===== config.mk =====
export PLATFORM = sky130hd
export DESIGN_NAME = fft_core
export DESIGN_NICKNAME = d
export VERILOG_FILES = /design/src/design/fft_pkg.sv /design/src/design/bfly_if.sv /design/src/design/fft_core.sv /design/src/design/fft_addr_ctrl.sv /design/src/design/fft_butterfly.sv /design/src/design/fft_twiddle_rom.sv /design/src/design/fft_sample_ram.sv
export SDC_FILE = /design/constraint.sdc
export NUM_CORES = 2
export LEC_CHECK = 0
export ABC_AREA = 1
export BUFFER_PORTS_ARGS = -buffer_cell sky130_fd_sc_hd__buf_2
export CAP_MARGIN = 10
export CORE_MARGIN = 1.5
export CORE_UTILIZATION = 55
export DETAILED_ROUTE_END_ITERATION = 16
export PLACE_DENSITY = 0.74
export REMOVE_ABC_BUFFERS = 1
export SLEW_MARGIN = 15
export SYNTH_ARGS = -nofsm -noshare
export SYNTH_HDL_FRONTEND = slang
export SYNTH_HIERARCHICAL = 1
export SYNTH_SLANG_ARGS = --single-unit

===== constraint.sdc =====
create_clock -name clk -period 7.3 [get_ports clk]
set_input_delay 0.73 -clock clk [delete_from_list [all_inputs] [get_ports clk]]
set_output_delay 0.73 -clock clk [all_outputs]
set_load 0.01 [all_outputs]

===== src/design/fft_pkg.sv =====
`default_nettype none

package fft_pkg;

    // --------------------
    // transform size
    // --------------------
    localparam int N        = 16;
    localparam int LOG2N    = 4;
    localparam int ADDR_W   = 4;
    localparam int STAGE_W  = 3;
    localparam int TW_IDX_W = 3;

    // --------------------
    // fixed-point formats
    // --------------------
    localparam int DATA_W   = 16;
    // Q1.14 so that 1.0 fits exactly
    localparam int TW_W     = 16;
    localparam int TW_FRAC  = 14;
    // half an lsb of the product, for round to nearest
    localparam int TW_ROUND = 1 << (TW_FRAC - 1);

    typedef struct packed {
        logic signed [DATA_W-1:0] re;
        logic signed [DATA_W-1:0] im;
    } sample_t;

    // cos and -sin of 2*pi*k/N
    typedef struct packed {
        logic signed [TW_W-1:0] re;
        logic signed [TW_W-1:0] im;
    } twiddle_t;

endpackage

`default_nettype wire

===== src/design/bfly_if.sv =====
`timescale 1ns/1ps
`default_nettype none

interface bfly_if;

    // issue side, driven by the controller
    // equal addresses mark a plain read with no butterfly behind it
    logic                               rd_en;
    logic [fft_pkg::ADDR_W-1:0]         addr_a;
    logic [fft_pkg::ADDR_W-1:0]         addr_b;
    logic [fft_pkg::TW_IDX_W-1:0]       tw_idx;

    // read data, one cycle after rd_en
    fft_pkg::sample_t                   data_a;
    fft_pkg::sample_t                   data_b;

    // write-back side, driven by the butterfly
    logic                               wr_en;
    logic [fft_pkg::ADDR_W-1:0]         wr_addr_a;
    logic [fft_pkg::ADDR_W-1:0]         wr_addr_b;
    fft_pkg::sample_t                   wr_a;
    fft_pkg::sample_t                   wr_b;

    modport ctrl (output rd_en, addr_a, addr_b, tw_idx);

    modport ram (
        input  rd_en, addr_a, addr_b, wr_en, wr_addr_a, wr_addr_b, wr_a, wr_b,
        output data_a, data_b
    );

    modport bfly (
        input  rd_en, addr_a, addr_b, tw_idx, data_a, data_b,
        output wr_en, wr_addr_a, wr_addr_b, wr_a, wr_b
    );

endinterface

`default_nettype wire


===== src/design/fft_core.sv =====
`timescale 1ns/1ps
`default_nettype none

module fft_core (
    input  logic                                clk,
    input  logic                                rst_n,
    input  logic                                in_valid,
    output logic                                in_ready,
    input  logic signed [fft_pkg::DATA_W-1:0]   in_re,
    input  logic signed [fft_pkg::DATA_W-1:0]   in_im,
    output logic                                out_valid,
    input  logic                                out_ready,
    output logic signed [fft_pkg::DATA_W-1:0]   out_re,
    output logic signed [fft_pkg::DATA_W-1:0]   out_im,
    output logic                                out_last,
    output logic                                busy
);

    bfly_if bus ();

    fft_pkg::sample_t               in_data;
    fft_pkg::sample_t               out_data;
    logic                           load_en;
    logic [fft_pkg::ADDR_W-1:0]     load_addr;
    fft_pkg::sample_t               load_data;

    assign in_data.re = in_re;
    assign in_data.im = in_im;
    assign out_re     = out_data.re;
    assign out_im     = out_data.im;

    fft_addr_ctrl ctrl_inst (
        .clk       (clk),
        .rst_n     (rst_n),
        .port      (bus.ctrl),
        .data_a    (bus.data_a),
        .in_valid  (in_valid),
        .in_ready  (in_ready),
        .in_data   (in_data),
        .out_valid (out_valid),
        .out_ready (out_ready),
        .out_data  (out_data),
        .out_last  (out_last),
        .load_en   (load_en),
        .load_addr (load_addr),
        .load_data (load_data),
        .busy      (busy)
    );

    fft_sample_ram ram_inst (
        .clk       (clk),
        .rst_n     (rst_n),
        .port      (bus.ram),
        .load_en   (load_en),
        .load_addr (load_addr),
        .load_data (load_data)
    );

    fft_butterfly bfly_inst (
        .clk   (clk),
        .rst_n (rst_n),
        .port  (bus.bfly)
    );

endmodule

`default_nettype wire


===== src/design/fft_addr_ctrl.sv =====
`timescale 1ns/1ps
`default_nettype none

module fft_addr_ctrl (
    input  logic                        clk,
    input  logic                        rst_n,
    bfly_if.ctrl                        port,
    input  fft_pkg::sample_t            data_a,
    input  logic                        in_valid,
    output logic                        in_ready,
    input  fft_pkg::sample_t            in_data,
    output logic                        out_valid,
    input  logic                        out_ready,
    output fft_pkg::sample_t            out_data,
    output logic                        out_last,
    output logic                        load_en,
    output logic [fft_pkg::ADDR_W-1:0]  load_addr,
    output fft_pkg::sample_t            load_data,
    output logic                        busy
);

    typedef enum logic [2:0] {
        LOAD,
        STAGE_ISSUE,
        STAGE_DRAIN,
        UNLOAD_READ,
        UNLOAD_HOLD
    } state_t;

    state_t                         state;
    logic [fft_pkg::ADDR_W-1:0]     cnt;
    logic [fft_pkg::STAGE_W-1:0]    stage;
    logic [fft_pkg::TW_IDX_W-1:0]   group;
    logic [fft_pkg::TW_IDX_W-1:0]   offset;
    logic [1:0]                     drain_cnt;

    logic [fft_pkg::ADDR_W-1:0]     span;
    logic [fft_pkg::ADDR_W-1:0]     issue_a;
    logic [fft_pkg::ADDR_W-1:0]     issue_b;
    logic                           offset_last;
    logic                           stage_last;
    logic                           cnt_last;

    // --------------------
    // butterfly addressing
    // --------------------
    assign span        = fft_pkg::ADDR_W'(1) << stage;
    assign issue_a     = (fft_pkg::ADDR_W'(group) << (stage + 1'b1)) | fft_pkg::ADDR_W'(offset);
    assign issue_b     = issue_a + span;
    assign offset_last = (fft_pkg::ADDR_W'(offset) == span - 1'b1);
    // only the last butterfly of a stage touches the top address
    assign stage_last  = (issue_b == fft_pkg::ADDR_W'(fft_pkg::N - 1));
    assign cnt_last    = (cnt == fft_pkg::ADDR_W'(fft_pkg::N - 1));

    assign port.rd_en  = (state == STAGE_ISSUE) || (state == UNLOAD_READ);
    // unload reads one word, so both ports point at it
    assign port.addr_a = (state == UNLOAD_READ) ? cnt : issue_a;
    assign port.addr_b = (state == UNLOAD_READ) ? cnt : issue_b;
    assign port.tw_idx = offset << (fft_pkg::STAGE_W'(fft_pkg::LOG2N - 1) - stage);

    // --------------------
    // load and unload handshakes
    // --------------------
    assign in_ready  = (state == LOAD);
    assign load_en   = in_valid && in_ready;
    assign load_data = in_data;

    // bit-reversed write address, so the spectrum comes out in natural order
    always_comb begin
        for (int i = 0; i < fft_pkg::ADDR_W; i++) begin
            load_addr[i] = cnt[fft_pkg::ADDR_W-1-i];
        end
    end

    // sample comes straight from the registered read port, held while waiting
    assign out_valid = (state == UNLOAD_HOLD);
    assign out_data  = data_a;
    assign busy      = (state != LOAD);

    always_ff @(posedge clk or negedge rst_n) begin
        if (!rst_n) begin
            state     <= LOAD;
            cnt       <= '0;
            stage     <= '0;
            group     <= '0;
            offset    <= '0;
            drain_cnt <= '0;
            out_last  <= 1'b0;
        end else begin
            case (state)
                LOAD: begin
                    if (load_en) begin
                        cnt <= cnt + 1'b1;
                        if (cnt_last) begin
                            state <= STAGE_ISSUE;
                        end
                    end
                end
                STAGE_ISSUE: begin
                    if (stage_last) begin
                        group  <= '0;
                        offset <= '0;
                        state  <= STAGE_DRAIN;
                    end else if (offset_last) begin
                        offset <= '0;
                        group  <= group + 1'b1;
                    end else begin
                        offset <= offset + 1'b1;
                    end
                end
                // three idle cycles until the last sums are written
                STAGE_DRAIN: begin
                    drain_cnt <= drain_cnt + 1'b1;
                    if (drain_cnt == 2'd2) begin
                        drain_cnt <= '0;
                        if (stage == fft_pkg::STAGE_W'(fft_pkg::LOG2N - 1)) begin
                            stage <= '0;
                            state <= UNLOAD_READ;
                        end else begin
                            stage <= stage + 1'b1;
                            state <= STAGE_ISSUE;
                        end
                    end
                end
                UNLOAD_READ: begin
                    out_last <= cnt_last;
                    state    <= UNLOAD_HOLD;
                end
                UNLOAD_HOLD: begin
                    if (out_ready) begin
                        out_last <= 1'b0;
                        cnt      <= cnt + 1'b1;
                        state    <= out_last ? LOAD : UNLOAD_READ;
                    end
                end
                default: state <= LOAD;
            endcase
        end
    end

endmodule

`default_nettype wire


===== src/design/fft_butterfly.sv =====
`timescale 1ns/1ps
`default_nettype none

module fft_butterfly (
    input  logic    clk,
    input  logic    rst_n,
    bfly_if.bfly    port
);

    // issue copy, lines up with the memory read data
    logic                                           s1_v;
    logic [fft_pkg::ADDR_W-1:0]                     s1_addr_a;
    logic [fft_pkg::ADDR_W-1:0]                     s1_addr_b;
    logic [fft_pkg::TW_IDX_W-1:0]                   s1_idx;

    fft_pkg::twiddle_t                              tw;
    logic signed [fft_pkg::DATA_W+fft_pkg::TW_W:0]  pr_re;
    logic signed [fft_pkg::DATA_W+fft_pkg::TW_W:0]  pr_im;

    // after the twiddle multiply
    logic                                           s2_v;
    logic [fft_pkg::ADDR_W-1:0]                     s2_addr_a;
    logic [fft_pkg::ADDR_W-1:0]                     s2_addr_b;
    fft_pkg::sample_t                               s2_a;
    fft_pkg::sample_t                               s2_bw;

    logic signed [fft_pkg::DATA_W:0]                sum_re;
    logic signed [fft_pkg::DATA_W:0]                sum_im;
    logic signed [fft_pkg::DATA_W:0]                dif_re;
    logic signed [fft_pkg::DATA_W:0]                dif_im;

    fft_twiddle_rom rom_inst (
        .idx (s1_idx),
        .tw  (tw)
    );

    // --------------------
    // b * w, rounded back to Q15 data
    // --------------------
    assign pr_re = port.data_b.re * tw.re - port.data_b.im * tw.im + fft_pkg::TW_ROUND;
    assign pr_im = port.data_b.re * tw.im + port.data_b.im * tw.re + fft_pkg::TW_ROUND;

    // sums one bit wider, halved on write
    assign sum_re = s2_a.re + s2_bw.re;
    assign sum_im = s2_a.im + s2_bw.im;
    assign dif_re = s2_a.re - s2_bw.re;
    assign dif_im = s2_a.im - s2_bw.im;

    // valid bits
    always_ff @(posedge clk or negedge rst_n) begin
        if (!rst_n) begin
            s1_v       <= 1'b0;
            s2_v       <= 1'b0;
            port.wr_en <= 1'b0;
        end else begin
            s1_v       <= port.rd_en && (port.addr_a != port.addr_b);
            s2_v       <= s1_v;
            port.wr_en <= s2_v;
        end
    end

    // payload and carried addresses
    always_ff @(posedge clk) begin
        s1_addr_a      <= port.addr_a;
        s1_addr_b      <= port.addr_b;
        s1_idx         <= port.tw_idx;

        s2_addr_a      <= s1_addr_a;
        s2_addr_b      <= s1_addr_b;
        s2_a           <= port.data_a;
        s2_bw.re       <= pr_re[fft_pkg::TW_FRAC +: fft_pkg::DATA_W];
        s2_bw.im       <= pr_im[fft_pkg::TW_FRAC +: fft_pkg::DATA_W];

        port.wr_addr_a <= s2_addr_a;
        port.wr_addr_b <= s2_addr_b;
        port.wr_a.re   <= sum_re[fft_pkg::DATA_W:1];
        port.wr_a.im   <= sum_im[fft_pkg::DATA_W:1];
        port.wr_b.re   <= dif_re[fft_pkg::DATA_W:1];
        port.wr_b.im   <= dif_im[fft_pkg::DATA_W:1];
    end

endmodule

`default_nettype wire


===== src/design/fft_twiddle_rom.sv =====
`timescale 1ns/1ps
`default_nettype none

module fft_twiddle_rom (
    input  logic [fft_pkg::TW_IDX_W-1:0]    idx,
    output fft_pkg::twiddle_t               tw
);

    // W_16^k = cos(2*pi*k/16) - j*sin(2*pi*k/16), Q1.14 rounded
    always_comb begin
        case (idx)
            3'd0:    tw = '{re:  16'sd16384, im:  16'sd0};
            3'd1:    tw = '{re:  16'sd15137, im: -16'sd6270};
            3'd2:    tw = '{re:  16'sd11585, im: -16'sd11585};
            3'd3:    tw = '{re:  16'sd6270,  im: -16'sd15137};
            3'd4:    tw = '{re:  16'sd0,     im: -16'sd16384};
            3'd5:    tw = '{re: -16'sd6270,  im: -16'sd15137};
            3'd6:    tw = '{re: -16'sd11585, im: -16'sd11585};
            3'd7:    tw = '{re: -16'sd15137, im: -16'sd6270};
            default: tw = '{re:  16'sd16384, im:  16'sd0};
        endcase
    end

endmodule

`default_nettype wire


===== src/design/fft_sample_ram.sv =====
`timescale 1ns/1ps
`default_nettype none

module fft_sample_ram (
    input  logic                        clk,
    input  logic                        rst_n,
    bfly_if.ram                         port,
    input  logic                        load_en,
    input  logic [fft_pkg::ADDR_W-1:0]  load_addr,
    input  fft_pkg::sample_t            load_data
);

    fft_pkg::sample_t mem [fft_pkg::N];

    // --------------------
    // write ports
    // --------------------
    // load and butterfly write-back are never active together
    always_ff @(posedge clk) begin
        if (load_en) begin
            mem[load_addr] <= load_data;
        end
        if (port.wr_en) begin
            mem[port.wr_addr_a] <= port.wr_a;
            mem[port.wr_addr_b] <= port.wr_b;
        end
    end

    // --------------------
    // read ports
    // --------------------
    // data holds between reads, the unload relies on that
    always_ff @(posedge clk or negedge rst_n) begin
        if (!rst_n) begin
            port.data_a <= '0;
            port.data_b <= '0;
        end else if (port.rd_en) begin
            port.data_a <= mem[port.addr_a];
            port.data_b <= mem[port.addr_b];
        end
    end

endmodule

`default_nettype wire


# [After elaboration in Yosys (flattened, before gate mapping)]
# Memory sizes are Yosys's and may differ from the RTL's. A register that Yosys moved wholly into a read port is not among the register bits.
# Index checks and enable logic that the tools add are counted.
[op_classes] add_sub_neg=16 multipliers=4 n_eq_ne=15 n_shift=3 n_mux=25 n_bitwise=1 reduce_logical=15
[op_table] operator="multiplier 16 x 16 -> 30 bit" n=4
[op_table] operator="adder 30 x 15 -> 30 bit (second input constant)" n=2
[op_table] operator="adder 16 x 16 -> 17 bit" n=2
[op_table] operator="subtractor 16 x 16 -> 17 bit" n=2
[op_table] operator="adder 30 bit" n=1
[op_table] operator="2-to-1 mux 3 bit" n=10
[op_table] operator="subtractor 30 bit" n=1
[op_table] operator="2-to-1 mux 4 bit" n=4
[op_table] operator="one-hot mux 3 bit (5 select lines)" n=1
[op_table] operator="adder 3 x 1 -> 3 bit (second input constant)" n=3
[op_table] operator="equality test 3 x 2 -> 1 bit (second input constant)" n=3
[op_table] operator="equality test 4 bit (second input constant)" n=2
[op_table] operator="one-hot mux 4 bit (2 select lines)" n=1
[op_table] operator="2-to-1 mux 2 bit" n=3
[op_table] operator="!= test 2 x 1 -> 1 bit (second input constant)" n=3
[op_table] operator="AND reduction 2 bit" n=3
[op_table] operator="nonzero test 2 bit" n=3
[op_table] operator="2-to-1 mux 1 bit" n=5
[op_table] operator="AND reduction 5 bit" n=1
[op_table] operator="adder 4 x 1 -> 4 bit (second input constant)" n=1
[op_table] operator="adder 4 bit" n=1
[op_table] operator="equality test 3 x 4 -> 1 bit" n=1
[op_table] operator="!= test 2 bit (second input constant)" n=2
[op_table] operator="!= test 4 bit" n=1
[op_table] operator="17 further kinds" n=19
[word_totals] regBits=174 ramBits=512 rom_bits=248 inputBits=36 output_inout_bits=36 word_cells=105 memories=2
[memory_table] name="ram_inst.mem" depth=16 width=32 rd=2 rd_clocked_by_memory_dff=2 wr=3 line_no="fft_sample_ram.sv:13" source="fft_pkg::sample_t mem [fft_pkg::N];"
[memory_table] name="(name not given)" depth=8 width=31 rd=1 rd_clocked_by_memory_dff=1 wr=0 line_no="fft_twiddle_rom.sv:11" source="case (idx)"

# [Logic depth before layout (Yosys ltp)]
[logic_depth] word_depth=7 depth_mapped=35

# [Modules after synthesis]
# The synthesis kept the hierarchy.
[by_module_without_submodules] mod="fft_butterfly" instances=1 cells_each=5726 area_per_inst_um2=46198.1 seq_area_each_um2=3178.0
[by_module_without_submodules] mod="fft_sample_ram" instances=1 cells_each=5172 area_per_inst_um2=38281.7 seq_area_each_um2=16976.3
[by_module_without_submodules] mod="fft_addr_ctrl" instances=1 cells_each=264 area_per_inst_um2=1984.4 seq_area_each_um2=475.5
[by_module_without_submodules] mod="fft_twiddle_rom" instances=1 cells_each=55 area_per_inst_um2=336.6 seq_area_each_um2=0.0

# [Worst setup path before layout]
# No wires, ideal clock.
[synth_timing] kind="register -> register" startpoint="register bfly_inst/s1_idx[0] (netlist name)" endpoint="register bfly_inst/s2_bw[31] (netlist bit)" setup_ps=113 arrival_ps=7362 required_time_ps=7187 setup_slack_ps=-175 stages_incl_launch_ff=32 path_buffers=3 synth_period_minus_slack_ps=7475 cell_sequence="dfxtp_1 > inv_1 > ha_1 > nand2_2 > nand2_1 > buf_4 > clkbuf_1 > buf_1 > nand2_1 > inv_1 > fa_1 > fa_1 > fa_1 > inv_1 > fa_1 > inv_1 > fa_1 > inv_1 > fa_1 > inv_1 > fa_1 > inv_1 > fa_1 > inv_1 > ha_1 > nand2_1 > nor4_1 > inv_1 > o21ai_0 > a21oi_1 > nand3_1 > nand2_1"
[synth_lines] item="end: declaration" line_no="fft_butterfly.sv:25" source="fft_pkg::sample_t s2_bw;"

==> impl_metrics.yaml <==
outcome:
  status: "finished with violations"
  violations: "DRC"
worst_setup_path:
  critPathSlowestCell: "fa_1"
  start_kind: "flop"
  cp-end-kind: "flop"
  crit_path_frequent_cell: "fa_1"
  path_buf_inv: 10
  critPathArrivalTime_ns: 7.75
  worstSetupPathType: "reg2reg"
  path_delay_family: "adder cells"
  cp_slowest_stage_delay_ns: 0.61
  required_ns: 7.89
  critPathMaxFanout: 12
place:
  pre_cts_ws_ns: -0.248
  io_buffers: 71
  gp_congestion: 0.995
  placedCellCount: 12900
  dpl.hpwl_mm: 212
cells_and_area:
  final_core_util: 0.600
  final_common_cell: "nand2_1"
  drive_gt1_frac: 0.0797
  final_cell_mix: "nand2_1, inv_1, fa_1"
  final_nets: 12400
  area_growth_pct: 8.15
  multi_input_area_um2: 55500
  seqCellArea_um2: 20600
  finalNonFillerCells: 13100
  n_fill_cell: 13600
yosys:
  yosysTopAreaCell: "fa_1"
  syn_area_um2: 86800
  synth.area.top_cells: "fa_1, edfxtp_1, nand2_1"
  synth.ff_latch_count: 753
  synthCells: 11200
  synth_edf_count: 512
  yosysWarnings: 6
  ys.flop_type: "edfxtp_1"
  synth-async-reset-ratio: 0.114
  synth_top_area_frac: 0.251
  yosysSeqAreaShare: 0.238
  avgSynthCellArea_um2: 7.74
  yosysUniqueCellTypes: 56
global_route:
  global_route.usage.met1: 0.470
  grt_max_degree: 183
  grt_util_met2: 0.605
  grt_pass1_vias: 79100
  gr-total-overflow: 0
  grt_pass1_wl_mm: 472
  grt_usage: 0.390
  use_met3: 0.103
  antenna_found_initial: 29
  grt-busiest-layer: "met2"
worst_hold_path:
  hold_class: "in2async"
sta:
  worst_pin_slew_ns: 1.25
  setup_viol: 0
  fin_hold_ws_ns: 0.0739
  fin_crit_sh: 0.980
  maxSlewViolCount: 0
  timing.fmax_mhz: 140
  fin_skew_ns: 0.0577
  rsz0062_at_grt: "true"
  relSlewSlack: 0.168
  min_period_ns: 7.16
  hold_viol: 0
  fin_ws_ns: 0.144
die:
  ios: 72
  die_w_um: 400
  row_count: 145
  start_util: 0.555
  core_um2: 156000
  dieHeight_um: 400
  die_area_um2: 160000
cts:
  clockBufferDepth: 3
  h-tree-depth: 3
  cts_sinks: 753
  cts.clk_slew.worst_paths_ns: 0.06
  numCtsBuffers: 87
  cts_tree: "done"
  cts_hold_buf: 0
  clockRootBuffer: "clkbuf_16"
  clk_latency_ns: 0.73
routing:
  num_vias: 78800
  viasPerCell: 6.03
  totalWireLength_mm: 318
  post_drt_wl_per_cell_um: 24.3
  ant_nets: 0
  drc_errors: 1
  first_pass_iters: 14
  dr.first_iter.drc_count: 10700
job:
  maxCapViolations: 0
-- path summary, 6_finish.rpt --
check / from / end / slack (ns) / depth (start not counted)
worst max register to register: bfly_inst/s1_idx[0] / bfly_inst/s2_bw[10] / 0.14 / 29
max in group asynchronous: rst_n / ram_inst/port.data_b[31] / 5.83 / 2
worst min-delay path: rst_n / ram_inst/port.data_a[1] / 0.07 / 1
min in group clk: bfly_inst/s2_addr_b[0] / bfly_inst/port.wr_addr_b[0] / 0.32 / 0
worst min register to register: bfly_inst/s2_addr_b[0] / bfly_inst/port.wr_addr_b[0] / 0.32 / 0
worst max-delay path: bfly_inst/s1_idx[0] / bfly_inst/s2_bw[10] / 0.14 / 29
-- final cells by class --
class / instances / share of cell area
multi-input cells: 7506 / 0.591
flip-flops and latches: 753 / 0.220
inverters: 2123 / 0.0853
repair buffers: 452 / 0.0444
clock buffers: 120 / 0.0275
well taps: 2058 / 0.0274
clock inverters: 42 / 0.00409
diodes: 15 / 0.000400
-- metal layers --
metal  part of all wire  vias to the layer above  wire length, um
li1                   -                    34100                -
met1               0.34                    37500           107000
met2               0.44                     5525           139000
met3               0.13                     1702            42700
met4              0.091                       24            28800
met5            0.00051                        -              162
-- cell usage after synthesis, types with 137 or more instances --
library cell	count
dfxtp_1	155
inv_1	2108
o211ai_1	518
clkbuf_1	435
edfxtp_1	512
ha_1	362
nand2_1	3473
fa_1	1090
nand3_1	894
buf_2	194
nor2_1	137
o21ai_0	512
-- flip-flops by register name, summed over array words and instances, names as in the netlist, 32 cells and up --
register,cells
bfly_inst/port.wr_b,32
bfly_inst/s2_bw,32
ram_inst/mem,512
bfly_inst/port.wr_a,32
ram_inst/port.data_a,32
bfly_inst/s2_a,32
ram_inst/port.data_b,32
-- per-stage QoR --
stage / setup TNS [ns] / instance area [um2]
floorplan: -1688.39 / 82900
CTS: -0.0520 / 92700
global placement: -1.72 / 89700
detailed placement: -1.61 / 89700
global route: -0.591 / 93900
finish: 0 / 93900
-- cell families (layout without fill, tap and decap cells) --
kind of cell / count (synthesis) / in the layout / synth area share
simple gates: 4613 / 4614 / 0.216
buf+inv: 2959 / 2737 / 0.137
fa+ha+maj: 1452 / 1452 / 0.304
compound gates: 1317 / 1317 / 0.0933
flops: 753 / 753 / 0.238
xor+xnor: 121 / 121 / 0.0122
other cells: 1 / 16 / 0.0000432
mux: 1 / 1 / 0.000130
-- what timing repair did --
item / CTS / global route
pin swaps: 2 / 75
cloned: 0 / 6
setup buffers: 0 / 23
setup endpoints to repair: 21 / 32
resized for setup: 21 / 188
Power is not shown: default switching activity piles up to over one toggle a cycle in this logic, so the estimate is an artifact.
